[src/zports_config.svh]
`ifndef ZPORTS_CONFIG_SVH
`define ZPORTS_CONFIG_SVH

////////////////////////////////////////
// port low-byte addresses
////////////////////////////////////////
`define ZP_PORT_FE   8'hFE    // border, beeper, keyboard
`define ZP_PORT_FD   8'hFD    // #7FFD when a15 low
`define ZP_PORT_F7   8'hF7    // #EFF7 when a12 low
`define ZP_KJOY      8'h1F    // kempston joystick, read side
`define ZP_KMOUSE    8'hDF    // kempston mouse
`define ZP_CVX1      8'hFB    // covox
`define ZP_CVX2      8'hDD    // covox, second address
`define ZP_SD0       8'h0F    // soundrive channels
`define ZP_SD1       8'h1F    // write side of #1F
`define ZP_SD2       8'h4F
`define ZP_SD3       8'h5F
`define ZP_XTRD      8'hEF    // extension readback

////////////////////////////////////////
// extension port
////////////////////////////////////////
`define ZP_XT_PORT   16'h55FF
`define ZP_XT_KEY    8'hAA    // unlock byte
`define ZP_XT_BORDER 8'h00    // register numbers
`define ZP_XT_VCFG   8'h08

`endif

[src/zports_pkg.sv]
`default_nettype none

package zports_pkg;

	// raw z80 bus as seen by the port block
	typedef struct packed {
		logic [15:0] addr;
		logic [7:0]  din;
		logic        iorq_n;
		logic        rd_n;
		logic        wr_n;
	} z80_bus_t;

	// decoded port, shadow gating already applied
	typedef enum logic [3:0] {
		SEL_NONE, SEL_FE, SEL_7FFD, SEL_EFF7,
		SEL_CVX, SEL_SD0, SEL_SD1, SEL_SD2, SEL_SD3,
		SEL_KJOY, SEL_MOUSE, SEL_XT, SEL_XTRD
	} port_sel_e;

	// one decoded access, wr/rd are single-cycle strobes
	typedef struct packed {
		port_sel_e   sel;
		logic        wr;
		logic        rd;
		logic [15:0] addr;
		logic [7:0]  data;
	} io_access_t;

	typedef enum logic [1:0] {
		XT_IDLE, XT_ADDR, XT_DATA
	} xt_state_e;

	typedef struct packed {
		logic [7:0] p7ffd;
		logic [7:0] peff7;
		logic [5:0] pent1m_page;   // full 1M page number
		logic       pent1m_rom;
		logic       pent1m_1m_on;
		logic       pent1m_ram0_0;
	} paging_t;

	typedef struct packed {
		logic [7:0] psd0;
		logic [7:0] psd1;
		logic [7:0] psd2;
		logic [7:0] psd3;
	} dac_t;

endpackage

`default_nettype wire

[src/z80_io_strobe.sv]
`timescale 1ns/1ns
`default_nettype none

module z80_io_strobe (
	input  wire                  zclk,
	input  wire                  rst_n,
	input  wire zports_pkg::z80_bus_t bus,
	output logic                 wr_stb,
	output logic                 rd_stb
);

	logic io_wr;   // i/o write cycle in progress
	logic io_rd;
	logic io_wr_q;
	logic io_rd_q;

	assign io_wr = ~(bus.iorq_n | bus.wr_n);
	assign io_rd = ~(bus.iorq_n | bus.rd_n);

	// one pulse per z80 cycle, however many zclk it lasts
	always_ff @(posedge zclk or negedge rst_n)
	begin
		if (!rst_n)
		begin
			io_wr_q <= 1'b0;
			io_rd_q <= 1'b0;
			wr_stb  <= 1'b0;
			rd_stb  <= 1'b0;
		end
		else
		begin
			io_wr_q <= io_wr;
			io_rd_q <= io_rd;
			wr_stb  <= io_wr & ~io_wr_q;   // rising edge of the cycle
			rd_stb  <= io_rd & ~io_rd_q;
		end
	end

endmodule

`default_nettype wire

[src/port_decoder.sv]
`timescale 1ns/1ns
`default_nettype none
`include "zports_config.svh"

module port_decoder (
	input  wire zports_pkg::z80_bus_t bus,
	input  wire                   dos,
	input  wire                   wr_stb,
	input  wire                   rd_stb,
	input  wire                   tape_read,
	input  wire [4:0]             keys_in,
	input  wire [4:0]             kj_in,
	input  wire [7:0]             mus_in,
	input  wire [7:0]             xt_rdata,
	output zports_pkg::io_access_t acc,
	output logic                  porthit,
	output logic                  dataout,
	output logic [7:0]            dout
);

	import zports_pkg::*;

	logic [7:0] loa;
	logic       shadow;
	port_sel_e  sel;

	assign loa    = bus.addr[7:0];
	assign shadow = dos;

	////////////////////////////////////////
	// address classification
	////////////////////////////////////////
	always_comb
	begin
		sel = SEL_NONE;
		if (bus.addr == `ZP_XT_PORT)
			sel = SEL_XT;   // full 16-bit match first, low byte is FF
		else
		begin
			case (loa)
				`ZP_PORT_FE:
					sel = SEL_FE;
				`ZP_PORT_FD:
					if (!bus.addr[15])
						sel = SEL_7FFD;
				`ZP_PORT_F7:
					if (!shadow && !bus.addr[12])
						sel = SEL_EFF7;
				`ZP_CVX1, `ZP_CVX2:
					sel = SEL_CVX;
				`ZP_SD0:
					if (!shadow)
						sel = SEL_SD0;
				// #1F is soundrive on write, joystick on read
				`ZP_SD1:
					if (!shadow)
						sel = bus.wr_n ? SEL_KJOY : SEL_SD1;
				`ZP_SD2:
					if (!shadow)
						sel = SEL_SD2;
				`ZP_SD3:
					if (!shadow)
						sel = SEL_SD3;
				`ZP_KMOUSE:
					sel = SEL_MOUSE;
				`ZP_XTRD:
					sel = SEL_XTRD;
				default:
					sel = SEL_NONE;
			endcase
		end
	end

	// internal port hit, used by the external bus buffers
	always_comb
	begin
		porthit = (loa == `ZP_PORT_FE) || (loa == `ZP_PORT_FD) ||
			((loa == `ZP_PORT_F7) && !shadow) ||
			(loa == `ZP_CVX1) || (loa == `ZP_CVX2) ||
			(!shadow && ((loa == `ZP_SD0) || (loa == `ZP_SD1) ||
				(loa == `ZP_SD2) || (loa == `ZP_SD3) || (loa == `ZP_KJOY))) ||
			(loa == `ZP_KMOUSE) || (loa == `ZP_XTRD);
	end

	assign dataout = porthit & ~bus.iorq_n & ~bus.rd_n;

	////////////////////////////////////////
	// read data mux
	////////////////////////////////////////
	always_comb
	begin
		case (sel)
			SEL_FE:
				dout = {1'b1, tape_read, 1'b0, keys_in};
			SEL_KJOY:
				dout = {3'b000, kj_in};
			SEL_MOUSE:
				dout = mus_in;
			SEL_XTRD:
				dout = xt_rdata;
			default:
				dout = 8'hFF;   // floating bus
		endcase
	end

	assign acc = '{sel: sel, wr: wr_stb, rd: rd_stb, addr: bus.addr, data: bus.din};

endmodule

`default_nettype wire

[src/mem_paging.sv]
`timescale 1ns/1ns
`default_nettype none

module mem_paging (
	input  wire                    zclk,
	input  wire                    rst_n,
	input  wire zports_pkg::io_access_t acc,
	input  wire [1:0]              rstrom,   // bit 1 kept for wider rom sets
	output zports_pkg::paging_t    paging
);

	import zports_pkg::*;

	logic [7:0] p7ffd_q;
	logic [7:0] peff7_q;
	logic       rom_q;      // rom bit of #7FFD, held apart
	logic [1:0] rst_sync;
	logic       block1m;
	logic       block7ffd;
	logic       wr_7ffd;

	assign block1m   = peff7_q[2];
	assign block7ffd = p7ffd_q[5] & block1m;
	assign wr_7ffd   = acc.wr && (acc.sel == SEL_7FFD) && !block7ffd;

	// two edges of rom preload after reset release
	always_ff @(posedge zclk or negedge rst_n)
	begin
		if (!rst_n)
			rst_sync <= 2'b11;
		else
			rst_sync <= {rst_sync[0], 1'b0};
	end

	always_ff @(posedge zclk or negedge rst_n)
	begin
		if (!rst_n)
		begin
			p7ffd_q <= 8'h00;
			peff7_q <= 8'h00;
		end
		else
		begin
			if (wr_7ffd)
				p7ffd_q <= acc.data;   // 2..0 page, 3 screen, 5 lock 48k
			if (acc.wr && (acc.sel == SEL_EFF7))
				peff7_q <= acc.data;   // 2 block1m, 3 ram0
		end
	end

	always_ff @(posedge zclk)
	begin
		if (rst_sync[1])
			rom_q <= rstrom[0];
		else if (wr_7ffd)
			rom_q <= acc.data[4];
	end

	always_comb
	begin
		paging.p7ffd = {(block1m ? 3'b000 : p7ffd_q[7:5]), rom_q, p7ffd_q[3:0]};
		paging.peff7 = block1m ?
			{peff7_q[7], 1'b0, peff7_q[5:4], 3'b000, peff7_q[0]} : peff7_q;
		paging.pent1m_page   = {p7ffd_q[7:5], p7ffd_q[2:0]};
		paging.pent1m_rom    = p7ffd_q[4];
		paging.pent1m_1m_on  = ~peff7_q[2];
		paging.pent1m_ram0_0 = peff7_q[3];
	end

endmodule

`default_nettype wire

[src/sound_dac.sv]
`timescale 1ns/1ns
`default_nettype none

module sound_dac (
	input  wire                    zclk,
	input  wire                    rst_n,
	input  wire zports_pkg::io_access_t acc,
	output zports_pkg::dac_t       dac
);

	import zports_pkg::*;

	dac_t dac_q;
	logic beep;
	logic tape_out;

	assign beep     = acc.data[4];
	assign tape_out = acc.data[3];

	always_ff @(posedge zclk or negedge rst_n)
	begin
		if (!rst_n)
			dac_q <= '0;
		else if (acc.wr)
		begin
			case (acc.sel)
				SEL_FE:
				begin
					dac_q.psd0 <= {8{beep}};
					dac_q.psd1 <= {8{beep}};
					dac_q.psd2 <= {beep, {7{tape_out}}};
					dac_q.psd3 <= {8{tape_out}};
				end
				SEL_CVX:
					dac_q <= {4{acc.data}};   // covox drives all four
				SEL_SD0:
					dac_q.psd0 <= acc.data;
				SEL_SD1:
					dac_q.psd1 <= acc.data;
				SEL_SD2:
					dac_q.psd2 <= acc.data;
				SEL_SD3:
					dac_q.psd3 <= acc.data;
				default:
					dac_q <= dac_q;
			endcase
		end
	end

	assign dac = dac_q;

endmodule

`default_nettype wire

[src/ula_regs.sv]
`timescale 1ns/1ns
`default_nettype none
`include "zports_config.svh"

module ula_regs (
	input  wire                    zclk,
	input  wire                    rst_n,
	input  wire zports_pkg::io_access_t acc,
	output logic [5:0]             border,
	output logic [7:0]             vcfg,
	output logic [7:0]             xt_rdata
);

	import zports_pkg::*;

	xt_state_e  xt_st;
	logic [7:0] xt_addr;   // latched register number
	logic       xt_wr;

	assign xt_wr = acc.wr && (acc.sel == SEL_XT);

	////////////////////////////////////////
	// #55FF unlock sequence
	////////////////////////////////////////
	always_ff @(posedge zclk or negedge rst_n)
	begin
		if (!rst_n)
		begin
			xt_st   <= XT_IDLE;
			xt_addr <= 8'h00;
		end
		else if (acc.wr && !xt_wr)
			xt_st <= XT_IDLE;   // any other port write locks again
		else if (xt_wr)
		begin
			case (xt_st)
				XT_IDLE:
					if (acc.data == `ZP_XT_KEY)
						xt_st <= XT_ADDR;
				XT_ADDR:
				begin
					xt_addr <= acc.data;
					xt_st   <= XT_DATA;
				end
				default:
					xt_st <= XT_IDLE;   // data phase done
			endcase
		end
	end

	always_ff @(posedge zclk or negedge rst_n)
	begin
		if (!rst_n)
		begin
			border <= 6'd0;
			vcfg   <= 8'h00;
		end
		else if (acc.wr && (acc.sel == SEL_FE))
			border <= {acc.data[1], 1'b0, acc.data[2], 1'b0, acc.data[0], 1'b0};
		else if (xt_wr && (xt_st == XT_DATA))
		begin
			if (xt_addr == `ZP_XT_BORDER)
				border <= acc.data[5:0];
			else if (xt_addr == `ZP_XT_VCFG)
				vcfg <= acc.data;
		end
	end

	// only the border register reads back
	assign xt_rdata = (xt_addr == `ZP_XT_BORDER) ? {2'b00, border} : 8'hFF;

endmodule

`default_nettype wire

[src/zports_top.sv]
`timescale 1ns/1ns
`default_nettype none

module zports_top (
	input  wire                   zclk,
	input  wire                   rst_n,
	input  wire zports_pkg::z80_bus_t bus,
	input  wire                   dos,
	input  wire [4:0]             keys_in,
	input  wire                   tape_read,
	input  wire [4:0]             kj_in,
	input  wire [7:0]             mus_in,
	input  wire [1:0]             rstrom,
	output logic [7:0]            dout,
	output logic                  dataout,
	output logic                  porthit,
	output logic [5:0]            border,
	output logic [7:0]            vcfg,
	output zports_pkg::paging_t   paging,
	output zports_pkg::dac_t      dac
);

	import zports_pkg::*;

	logic       wr_stb;
	logic       rd_stb;
	io_access_t acc;
	logic [7:0] xt_rdata;

	z80_io_strobe z80_io_strobe_i (
		.zclk   (zclk),
		.rst_n  (rst_n),
		.bus    (bus),
		.wr_stb (wr_stb),
		.rd_stb (rd_stb)
	);

	port_decoder port_decoder_i (
		.bus       (bus),
		.dos       (dos),
		.wr_stb    (wr_stb),
		.rd_stb    (rd_stb),
		.tape_read (tape_read),
		.keys_in   (keys_in),
		.kj_in     (kj_in),
		.mus_in    (mus_in),
		.xt_rdata  (xt_rdata),
		.acc       (acc),
		.porthit   (porthit),
		.dataout   (dataout),
		.dout      (dout)
	);

	mem_paging mem_paging_i (
		.zclk   (zclk),
		.rst_n  (rst_n),
		.acc    (acc),
		.rstrom (rstrom),
		.paging (paging)
	);

	sound_dac sound_dac_i (
		.zclk  (zclk),
		.rst_n (rst_n),
		.acc   (acc),
		.dac   (dac)
	);

	ula_regs ula_regs_i (
		.zclk     (zclk),
		.rst_n    (rst_n),
		.acc      (acc),
		.border   (border),
		.vcfg     (vcfg),
		.xt_rdata (xt_rdata)
	);

endmodule

`default_nettype wire

[config.mk]
export PLATFORM = sky130hd
export DESIGN_NAME = zports_top
export DESIGN_NICKNAME = d
export VERILOG_FILES = /design/src/zports_pkg.sv /design/src/z80_io_strobe.sv /design/src/port_decoder.sv /design/src/mem_paging.sv /design/src/sound_dac.sv /design/src/ula_regs.sv /design/src/zports_top.sv
export VERILOG_INCLUDE_DIRS = /design/src
export SDC_FILE = /design/constraint.sdc
export NUM_CORES = 1
export LEC_CHECK = 0
export ABC_AREA = 1
export BUFFER_PORTS_ARGS = -buffer_cell sky130_fd_sc_hd__buf_2
export CELL_PAD_IN_SITES_DETAIL_PLACEMENT = 1
export CELL_PAD_IN_SITES_GLOBAL_PLACEMENT = 1
export CORE_MARGIN = 10
export CORE_UTILIZATION = 30
export CTS_CLUSTER_DIAMETER = 200
export DETAILED_ROUTE_END_ITERATION = 16
export GPL_TIMING_DRIVEN = 1
export PLACE_DENSITY = 0.71
export SLEW_MARGIN = 25
export SYNTH_ARGS = -nofsm -noshare
export SYNTH_HDL_FRONTEND = slang
export SYNTH_HIERARCHICAL = 1
export SYNTH_SLANG_ARGS = --single-unit
export TNS_END_PERCENT = 10
[constraint.sdc]
create_clock -name zclk -period 1.8 [get_ports zclk]
set_clock_uncertainty 0.05 [all_clocks]
set_input_delay 0.18 -clock zclk [delete_from_list [all_inputs] [get_ports zclk]]
set_output_delay 0.18 -clock zclk [all_outputs]
set_load 0.03 [all_outputs]
After elaboration in Yosys (flattened, before gate mapping) --
Cells that the tools add are included.
Storage, ports and cells: flip-flop bits (word level) 77, bits in latches 0, memory bits (writable) 0, bits in read-only memories 0, input bits 51, output and inout bits 81, memories 0
Operators by class: add/subtract/negate cells 0, multipliers 0, div/mod/pow operators 0, magnitude comparators 0, equal/unequal tests 29, shift-type cells 0, muxes and demuxes 26, bitwise logic cells 13, reduce and logical (&&, ||, !) cells 48
Operators by type and width (count):
- equality test 8 bit (second input constant) | 8
- case mux 8 bit (2 select lines) | 4
- case mux 4 bit (10 select lines) | 1
- case mux 8 bit (4 select lines) | 1
- equality test 4 bit (second input constant) | 5
- 2-to-1 mux 6 bit | 3
- equality test 16 x 15 -> 1 bit (second input constant) | 1
- equality test 4 x 3 -> 1 bit (second input constant) | 4
- equality test 8 x 4 -> 1 bit (second input constant) | 2
- equality test 8 x 7 -> 1 bit (second input constant) | 2
- 2-to-1 mux 4 bit | 4
- nonzero test 2 bit | 8
- AND reduction 2 bit | 6
- logical OR 1 bit | 11
- logical AND 1 bit | 10
- 2-to-1 mux 2 bit | 5
- OR reduction 2 bit | 5
- 2-to-1 mux 3 bit | 3
- equality test 4 x 2 -> 1 bit (second input constant) | 2
- equality test 8 x 5 -> 1 bit (second input constant) | 1
- logical NOT 8 bit | 1
- 2-to-1 mux 8 bit | 1
- NOT 1 bit | 8
- 2-to-1 mux 7 bit | 1
- other kinds (12) | 19

Logic depth before layout (Yosys ltp) --
Gate-level depths: netlist (run 1).
word-level depth 11, gate-level depth with buffers 16

Cells and area by module --
The synthesis (run 1) kept the hierarchy.
Modules (own cells, without submodules):
- sound_dac | times used 1, cells each 204, area each 1569.0 um^2, sequential area each 800.8 um^2
- ula_regs | times used 1, cells each 150, area each 1248.7 um^2, sequential area each 600.6 um^2
- mem_paging | times used 1, cells each 107, area each 937.1 um^2, sequential area each 483.0 um^2
- port_decoder | times used 1, cells each 159, area each 895.9 um^2, sequential area each 0.0 um^2
- z80_io_strobe | times used 1, cells each 13, area each 143.9 um^2, sequential area each 100.1 um^2

Worst setup path after synthesis (run 1) --
No wires, ideal clock.
path type in2reg, start point input bus[12] (netlist name), end point register ula_regs_i.vcfg[6], setup time 0.118 ns, data arrival time 1.784 ns, required time 1.632 ns, path slack -0.153 ns, stages on the path 13, buffers on the path 2, cell sequence nand2_1 > nor2_8 > buf_8 > nand3_2 > nand3_1 > nand2_1 > nor2_2 > nand3_2 > inv_2 > nand2_4 > buf_6 > nand2_2 > o21ai_2
RTL lines:
- from (decl) | line zports_top.sv:7 | input wire zports_pkg::z80_bus_t bus,
- to (signal assigned) | line ula_regs.sv:65 | vcfg <= acc.data;
- to (decl) | line ula_regs.sv:10 | output logic [7:0] vcfg,

Worst setup path after layout (run 1) --
start point register ula_regs_i.xt_addr[5], end point output dout[1]
On the way: longest elaborated chain between the ends 3
Ends and longest elaborated chain:
- from (decl) | line ula_regs.sv:17 | logic [7:0] xt_addr;
- from (signal assigned) | line ula_regs.sv:42 | xt_addr <= acc.data;
- logical NOT 8 bit (no source line)
- 2-to-1 mux 8 bit | line ula_regs.sv:70 | assign xt_rdata = (xt_addr == `ZP_XT_BORDER) ? {2'b00, border} : 8'hFF;
- via xt_rdata[1] | line zports_top.sv:28 | logic [7:0] xt_rdata;
- case mux 8 bit (4 select lines) | line port_decoder.sv:92 | case (sel)
- to (decl) | line zports_top.sv:14 | output logic [7:0] dout,
The timed path passes the listed nets, and every way through them passes these cells.

==> flow_summary.ini, run 1 <==
[timing]
slew_headroom_pct = 63.7
setup_ws_ns = -0.256
fin_crit_ns = 2.06
fin_setup_tns_ns = -1.57
max_clock_freq_ghz = 0.486
setup_viol = 9
fin_crit_sh_pct = 114
finalMaxSlewViolations = 0
worst_pin_slew_ns = 0.545
rsz0062_at_grt = true
hold_viol = 0

[global_routing]
antenna_found_initial = 0
grt_pass1_vias = 4957
grt_pass1_wl_um = 25000
grt_max_degree = 43
overflow = 0
grt_usage_pct = 15.1

[placed_design]
portBuffers = 129
placed_area_um2 = 5660
dp_slack_ns = -0.360
gp_congestion = 0.829
detailed_place_hpwl_um = 11900

[floorplan]
rows = 45
dieWidth_um = 144
die_area_um2 = 20700
num_io_pins = 132
start_util_pct = 30.5
fp.dieH_um = 144
core_area_um2 = 15100

[logic_synthesis]
avgSynthCellArea_um2 = 7.54
syn_area_um2 = 4600
yosysWarningCount = 6
syn_inst = 610

[run]
cap_viol_max_count = 0

[detailed_routing]
dr.pass1.iters = 5
wl_met1_um = 6930
drc_errors = 0
avgRoutedWirePerCell_um = 15.9
routed_wirelength_um = 15300
top_layer = met4
wl_met3_um = 811
vias = 4474
dr_wl_met2_um = 7420
drt_iter0_markers = 192
via_per_inst = 4.65
drtAntennaViolNets = 0

[setup_path]
max_stage_delay_ns = 0.38
crit_arrival_ns = 1.83
r2r-start = z80_io_strobe_i/wr_stb$_DFF_PN0_
worst-path-buf-inv = 2
ff2ff_setup_slack_ns = 0.29
worstPathMaxFanout = 8
required_ns = 1.57
crit_type = reg2out
cp_slowest_cell = dfrtp_1
cp_cell_sequence = nor2_1 -> nand2_2 -> nor2_4 -> inv_4 -> or2_4 -> nand3_2 -> nand2_1 -> nor2_1 -> nand2_1 -> buf_6
crit_family = simple AND/OR/NAND/NOR gates
timing.reg2reg.worst_path_depth = 5
r2r-end = sound_dac_i/dac[12]$_DFFE_PN0P_
end_kind = output port
start_kind = register

[final_layout]
fill_cells = 1903
n_antenna_cell = 0
areaGrowthSynthToFinish_pct = 33.6
fin_util_pct = 40.7
design_area_um2 = 6140
drive_gt1_share_pct = 38.2
fin_nets = 822

[cts]
cts_buffers = 9
cts_tree = yes
clkTransAtPathRegs_ns = 0.06
clk_latency_ns = 0.33
cts.sink_count = 77
h-tree-depth = 3
clockBufferDepth = 2
cts-root-buf = clkbuf_16

[outcome]
violations = negative setup slack
outcome = finished with violations

[worst_hold_path]
whs_path_depth = 4
hp-class = in2reg
hold_path_end = z80_io_strobe_i/wr_stb$_DFF_PN0_
worstHoldStart = bus[0]

[pwr]
powerDensity_nw_per_um2 = 767
leakage_nw = 3.56
p_total_mw = 4.71
vdd_drop_max_mv = 0.529
## worst max path at each step
stage,startpoint,end,slack (ns),cells past startpoint
finish,ula_regs_i/xt_addr[5]$_DFFE_PN0P_,dout[1],-0.26,10
global route,ula_regs_i/xt_addr[1]$_DFFE_PN0P_,dout[1],-0.37,10
CTS,ula_regs_i/xt_addr[0]$_DFFE_PN0P_,dout[0],-0.26,10
detailed placement,bus[16],sound_dac_i/dac[8]$_DFFE_PN0P_,-0.36,17
global placement,bus[16],sound_dac_i/dac[23]$_DFFE_PN0P_,-0.29,15
floorplan,bus[16],ula_regs_i/vcfg[6]$_DFFE_PN0P_,-0.02,15
## report_power, final
group / internal, mW / switching [mW]
combinational: 0.254 / 0.613
sequential: 1.86 / 0.0815
clock: 1.21 / 0.692
## tightest hold or removal path, stage by stage
cell and delay (ns):
buf_2 0.09, inv_2 0.03, nand2_2 0.07, nor2_2 0.04
## sequential cells by signal (all words and copies together), names as in the netlist
signal	cells
sound_dac_i/dac	32
mem_paging_i/p7ffd_q	8
mem_paging_i/peff7_q	8
ula_regs_i/vcfg	8
ula_regs_i/xt_addr	8
ula_regs_i/border	6
mem_paging_i/rst_sync	2
ula_regs_i/xt_st	2
mem_paging_i/rom_q	1
z80_io_strobe_i/io_wr_q	1
z80_io_strobe_i/wr_stb	1
## timing repair
action	4_1_cts	5_1_grt
buffers inserted	1	1
setup endpoints to repair	15	64
gates resized for setup	38	7
endpoints found under the hold margin	39	0
pin swaps	13	9
hold buffers	1	0
## cell type report
class	instances	area, µm²	share of cell area, %
Clock inverter	4	73.8	1.20
Inverter	69	267	4.34
Tap cell	188	235	3.83
Clock buffer	11	233	3.79
Multi-Input combinational cell	436	2300	37.5
Sequential cell	77	1930	31.5
Timing Repair Buffer	178	1100	17.8
## layout by cell type, fill, tap and decap left out, types with 11 or more instances in the layout
cell	count
nand2_1	223
o21ai_2	13
o21ai_0	25
inv_1	57
dfrtp_1	74
buf_2	119
nand4_1	11
nand3_2	17
buf_4	48
nand2_2	24
nand3_1	38
nor2_1	34
## per-layer routing
layer,vias to the layer above,GRT usage (%)
met5,-,0
met4,0,3.55
met3,13,4.46
met2,98,25.8
met1,2155,18.3
li1,2208,-
## stage by stage
step / std cells / hold WS (ns)
after CTS: 962 / 0.0615
after floorplan: 611 / -0.166
after global routing: 963 / 0.0786
final: 963 / 0.0687
after global placement: 945 / 0.146
after detailed placement: 945 / 0.151
(Power assumes the default switching activity.)
==> inputs of run 2 (changes only) <==
--- a/config.mk
+++ b/config.mk
@@ -12,6 +12,7 @@
 export CELL_PAD_IN_SITES_GLOBAL_PLACEMENT = 1
 export CORE_MARGIN = 10
 export CORE_UTILIZATION = 30
+export CTS_BUF_LIST = sky130_fd_sc_hd__clkbuf_8
 export CTS_CLUSTER_DIAMETER = 200
 export DETAILED_ROUTE_END_ITERATION = 16
 export GPL_TIMING_DRIVEN = 1
==> run 2 against run 1 <==
Effect of this change:
- the run still ends with negative setup slack left
- global-route usage shrank 0.20 points
- clock power decreased by 26%
- worst hold slack got worse by 0.026 ns
- first-iteration DRC count decreased by 18%
- total power shrank 10%
- critical endpoint unchanged
==> flow_summary.ini, run 2 (same netlist as run 1, synthesis figures left out) <==
[worst_hold_path]
hp-class = in2reg
worstHoldStart = bus[0]
hold_path_end = z80_io_strobe_i/wr_stb$_DFF_PN0_
whs_path_depth = 4

[placed_design]
dp_cells = 945
detailed_place_hpwl_um = 11900
gp_congestion = 0.829
dp_slack_ns = -0.360
portBuffers = 129

[detailed_routing]
dr.pass1.iters = 4
top_layer = met4
vias = 4521
via_per_inst = 4.68
routed_wirelength_um = 15300
wl_met3_um = 824
avgRoutedWirePerCell_um = 15.8
drtAntennaViolNets = 0
wl_met1_um = 6860
drc_errors = 0
drt_iter0_markers = 158
dr_wl_met2_um = 7410

[floorplan]
start_util_pct = 30.5
dieWidth_um = 144
rows = 45
fp.dieH_um = 144
num_io_pins = 132
die_area_um2 = 20700
core_area_um2 = 15100

[global_routing]
grt_pass1_wl_um = 24700
overflow = 0
antenna_found_initial = 0
grt_usage_pct = 14.9
grt_pass1_vias = 4928
grt_max_degree = 43

[cts]
clkTransAtPathRegs_ns = 0.07
cts_tree = yes
cts_buffers = 9
clockBufferDepth = 2
cts-root-buf = clkbuf_8
h-tree-depth = 3
cts.sink_count = 77
clk_latency_ns = 0.36

[timing]
fin_crit_sh_pct = 118
hold_viol = 0
rsz0062_at_grt = true
max_clock_freq_ghz = 0.473
finalMaxSlewViolations = 0
fin_crit_ns = 2.12
slew_headroom_pct = 63.3
setup_viol = 8
worst_pin_slew_ns = 0.551
setup_ws_ns = -0.316

[setup_path]
timing.reg2reg.worst_path_depth = 5
ff2ff_setup_slack_ns = 0.31
crit_arrival_ns = 1.89
end_kind = output port
worstPathMaxFanout = 8
start_kind = register
crit_type = reg2out
r2r-start = z80_io_strobe_i/wr_stb$_DFF_PN0_
required_ns = 1.57
r2r-end = sound_dac_i/dac[14]$_DFFE_PN0P_

[pwr]
vdd_drop_max_mv = 0.485
powerDensity_nw_per_um2 = 694
leakage_nw = 3.55
p_total_mw = 4.22

[final_layout]
fill_cells = 1919
layout_common_cells = 222 x nand2_1, 119 x buf_2, 74 x dfrtp_1, 59 x inv_1, 50 x buf_4
n_antenna_cell = 0
largest_reg_flops = 32
drive_gt1_share_pct = 38.6
fin_util_pct = 40.3
areaGrowthSynthToFinish_pct = 32.2
fin_nets = 825
stdcell_count = 966
layout_commonest_cell = nand2_1

[outcome]
outcome = finished with violations
violations = negative setup slack

[run]
cap_viol_max_count = 0
## run 2: worst max-delay path by stage
| stage | startpoint | to | slack [ns] | cells after the start |
|---|---|---|---|---|
| finish | ula_regs_i/xt_addr[6]$_DFFE_PN0P_ | dout[1] | -0.32 | 10 |
| global route | ula_regs_i/xt_addr[6]$_DFFE_PN0P_ | dout[1] | -0.43 | 10 |
| CTS | ula_regs_i/xt_addr[0]$_DFFE_PN0P_ | dout[0] | -0.31 | 10 |
| detailed placement | bus[16] | sound_dac_i/dac[8]$_DFFE_PN0P_ | -0.36 | 17 |
| global placement | bus[16] | sound_dac_i/dac[23]$_DFFE_PN0P_ | -0.29 | 15 |
| floorplan | bus[16] | ula_regs_i/vcfg[6]$_DFFE_PN0P_ | -0.02 | 15 |
## run 2: critical path, cell delays in order (launching register included)
cell and delay [ns]:
dfrtp_1 0.39, nor2_1 0.14, nand2_2 0.09, nor2_4 0.15, inv_4 0.07, or2_4 0.25
nand3_2 0.07, nand2_1 0.05, nor2_1 0.09, nand2_1 0.07, buf_6 0.15
## run 2: power by group
| group | internal, mW | total [mW] | switching (mW) |
|---|---|---|---|
| sequential | 1.86 | 1.94 | 0.0816 |
| clock | 0.766 | 1.41 | 0.648 |
| combinational | 0.254 | 0.868 | 0.614 |
## run 2: per-layer routing
| metal | global-route usage [%] | vias to the layer above |
|---|---|---|
| met4 | 4.19 | 0 |
| met1 | 18.2 | 2180 |
| met3 | 3.99 | 20 |
| li1 | - | 2208 |
| met5 | 0 | - |
| met2 | 25.2 | 113 |
## run 2: final cells by class
cell class | instances | area, µm² | share of cell area [%]
Tap cell | 188 | 235 | 3.87
Clock inverter | 6 | 81.3 | 1.34
Inverter | 69 | 267 | 4.38
Clock buffer | 9 | 124 | 2.04
Sequential cell | 77 | 1930 | 31.8
Timing Repair Buffer | 181 | 1120 | 18.4
Multi-Input combinational cell | 436 | 2320 | 38.1
## run 2: metrics by stage
stage	TNS, ns	cell area, µm²	hold slack, ns
floorplan	-0.0454	4660	-0.166
global placement	-13.30	5660	0.146
detailed placement	-18.74	5660	0.151
CTS	-2.05	6000	0.0211
global route	-8.15	6080	0.0439
finish	-2.04	6080	0.0431
## run 2: what timing repair did
item | CTS | global route
resized for setup | 35 | 14
pin swaps | 13 | 14
hold buffers | 1 | 0
setup endpoints to repair | 8 | 64
buffers inserted | 1 | 4
hold endpoints to repair | 39 | 0
==> inputs of run 3 (changes only) <==
--- a/config.mk
+++ b/config.mk
@@ -11,12 +11,12 @@
 export CELL_PAD_IN_SITES_DETAIL_PLACEMENT = 1
 export CELL_PAD_IN_SITES_GLOBAL_PLACEMENT = 1
 export CORE_MARGIN = 10
-export CORE_UTILIZATION = 30
+export CORE_UTILIZATION = 39
 export CTS_BUF_LIST = sky130_fd_sc_hd__clkbuf_8
 export CTS_CLUSTER_DIAMETER = 200
 export DETAILED_ROUTE_END_ITERATION = 16
 export GPL_TIMING_DRIVEN = 1
-export PLACE_DENSITY = 0.71
+export PLACE_DENSITY = 0.88
 export SLEW_MARGIN = 25
 export SYNTH_ARGS = -nofsm -noshare
 export SYNTH_HDL_FRONTEND = slang
==> run 3 against run 2 <==
Effect of this change:
- sequential power hardly changed
- core utilization is 13 points higher
- non-clock buffer count is 6 higher
- the run still ends with negative setup slack left
- final cell count is 4.0% lower
- flip-flop and latch count stayed put
- setup slack worse by 0.045 ns
- design area is 0.45% higher
- maximum frequency is 2.1% lower
- highest routed layer unchanged
- count of clock-buffer cells in the layout stayed put
- worst hold slack better by 0.0055 ns
==> flow_summary.ini, run 3 (same netlist as run 1, synthesis figures left out) <==
[final_layout]
n_antenna_cell = 0
layout_common_cells = 221 x nand2_1, 120 x buf_2, 74 x dfrtp_1, 57 x inv_1, 51 x buf_4
drive_gt1_share_pct = 39.7
multi_input_area_um2 = 2340
layout_commonest_cell = nand2_1
fin_util_pct = 53.2
fin_nets = 831
design_area_um2 = 6110
largest_reg_flops = 32
seqCellArea_um2 = 1930
fill_cells = 1493
areaGrowthSynthToFinish_pct = 32.8

[floorplan]
die_area_um2 = 16500
core_area_um2 = 11500
dieWidth_um = 129
rows = 39
start_util_pct = 40.1
fp.dieH_um = 129
num_io_pins = 132

[detailed_routing]
dr.pass1.iters = 5
avgRoutedWirePerCell_um = 17.5
routed_wirelength_um = 16200
drtAntennaViolNets = 0
vias = 4662
drt_iter0_markers = 291
drc_errors = 0
via_per_inst = 5.03

[setup_path]
cp_slowest_cell = dfrtp_1
timing.reg2reg.worst_path_depth = 12
r2r-end = ula_regs_i/border[0]$_DFFE_PN0P_
worstPathMaxFanout = 8
end_kind = output port
required_ns = 1.57
max_stage_delay_ns = 0.40
cp_cell_sequence = nor2_2 -> nand2_2 -> nor2_4 -> inv_4 -> or2_4 -> nand3_2 -> nand2_1 -> nor2_1 -> nand2_1 -> buf_6
start_kind = register
ff2ff_setup_slack_ns = 0.05
crit_family = simple AND/OR/NAND/NOR gates
crit_arrival_ns = 1.93
crit_top_cell = nand2_1
worst-path-buf-inv = 2
crit_type = reg2out
r2r-start = ula_regs_i/xt_addr[3]$_DFFE_PN0P_

[cts]
cts_tree = yes
clkTransAtPathRegs_ns = 0.08
clockBufferDepth = 2
clk_latency_ns = 0.36
cts_buffers = 9
h-tree-depth = 3
cts.sink_count = 77
cts-root-buf = clkbuf_8

[placed_design]
gp_congestion = 0.832
detailed_place_hpwl_um = 11700
placed_area_um2 = 5600
dp_slack_ns = -0.423
portBuffers = 129

[pwr]
vdd_drop_max_mv = 0.485
intPower_mw = 2.74
clock_power_share_pct = 31.4
sw_frac_of_total_pct = 33.2
p_total_mw = 4.10
combPwrFrac_pct = 21.3
leakage_nw = 3.56
power_frac_seq_pct = 47.2
powerDensity_nw_per_um2 = 672
p_sw_mw = 1.36

[global_routing]
grt_usage_pct = 18.9
grt_pass1_vias = 5065
grt_pass1_wl_um = 25700
overflow = 0
grt_max_degree = 77
antenna_found_initial = 0

[worst_hold_path]
hp-class = in2reg
worstHoldStart = bus[2]
hold_path_end = z80_io_strobe_i/wr_stb$_DFF_PN0_
whs_path_depth = 4

[timing]
setup_viol = 8
hold_viol = 0
fin_crit_ns = 2.16
fin_crit_sh_pct = 120
setup_ws_ns = -0.361
max_clock_freq_ghz = 0.463
worst_pin_slew_ns = 0.516
rsz0062_at_grt = true
finalMaxSlewViolations = 0
slew_headroom_pct = 65.6

[run]
cap_viol_max_count = 0

[outcome]
outcome = finished with violations
violations = negative setup slack
[run 3: cell count changes in the layout (fill, tap and decap cells not counted), moves of 2 or more]
cell / change
inv_1: -2
nor2_2: +2
nor2_1: -3
o21ai_0: +2
o21ai_1: -2
clkinvlp_4: +3
buf_12: +2
buf_6: +2
[run 3: repair_timing]
| item | in CTS | in global routing |
|---|---|---|
| resized for setup | 31 | 25 |
| pin swaps | 13 | 8 |
| hold buffers | 1 | 0 |
| endpoints found under the hold margin | 74 | 0 |
| setup buffers | 11 | 5 |
| endpoints found under the setup margin | 13 | 69 |
[run 3: worst min-delay path: stages]
cell and delay, ns:
buf_2 0.09, inv_2 0.03, nand2_2 0.08, nor2_2 0.04
[run 3: through the flow]
step | hold WS [ns] | setup TNS [ns] | instances
floorplan | -0.166 | -0.0454 | 611
global placement | 0.192 | -13.88 | 896
detailed placement | 0.203 | -17.89 | 896
CTS | 0.0296 | -2.12 | 923
global route | 0.0400 | -6.01 | 927
finish | 0.0487 | -2.41 | 927
[run 3: how the worst max path moves through the flow]
| stage | startpoint | to | slack [ns] | cells after the start |
|---|---|---|---|---|
| after floorplan | bus[16] | ula_regs_i/vcfg[6]$_DFFE_PN0P_ | -0.02 | 15 |
| after global placement | bus[16] | sound_dac_i/dac[14]$_DFFE_PN0P_ | -0.28 | 15 |
| after detailed placement | bus[16] | sound_dac_i/dac[14]$_DFFE_PN0P_ | -0.42 | 17 |
| after CTS | ula_regs_i/xt_addr[7]$_DFFE_PN0P_ | dout[4] | -0.29 | 10 |
| after global routing | ula_regs_i/xt_addr[4]$_DFFE_PN0P_ | dout[2] | -0.52 | 10 |
| final | ula_regs_i/xt_addr[4]$_DFFE_PN0P_ | dout[0] | -0.36 | 10 |
[run 3: routing by layer]
metal | vias to the layer above | GRT usage, % | part of all wire, %
met3 | 31 | 4.60 | 6.0
met4 | 0 | 7.01 | 2.2
met2 | 132 | 33.4 | 52
li1 | 2228 | - | -
met5 | - | 0 | 0
met1 | 2271 | 21.8 | 39
[run 3: layout make-up]
class,count,area share [%]
inverter,69,4.41
tap,143,2.93
clock inverter,6,1.07
clock buffer,9,2.03
multi-input combinational,436,38.3
sequential,77,31.7
timing repair buffer,187,19.5
[run 3: power groups by stage]
stage / registers (mW) / clock network (mW) / logic [mW]
floorplan: 2.19 / 0 / 0.290
global placement: 1.96 / 0 / 0.837
detailed placement: 1.97 / 0 / 0.865
CTS: 1.94 / 1.32 / 0.879
global route: 1.95 / 1.39 / 0.949
finish: 1.94 / 1.29 / 0.874
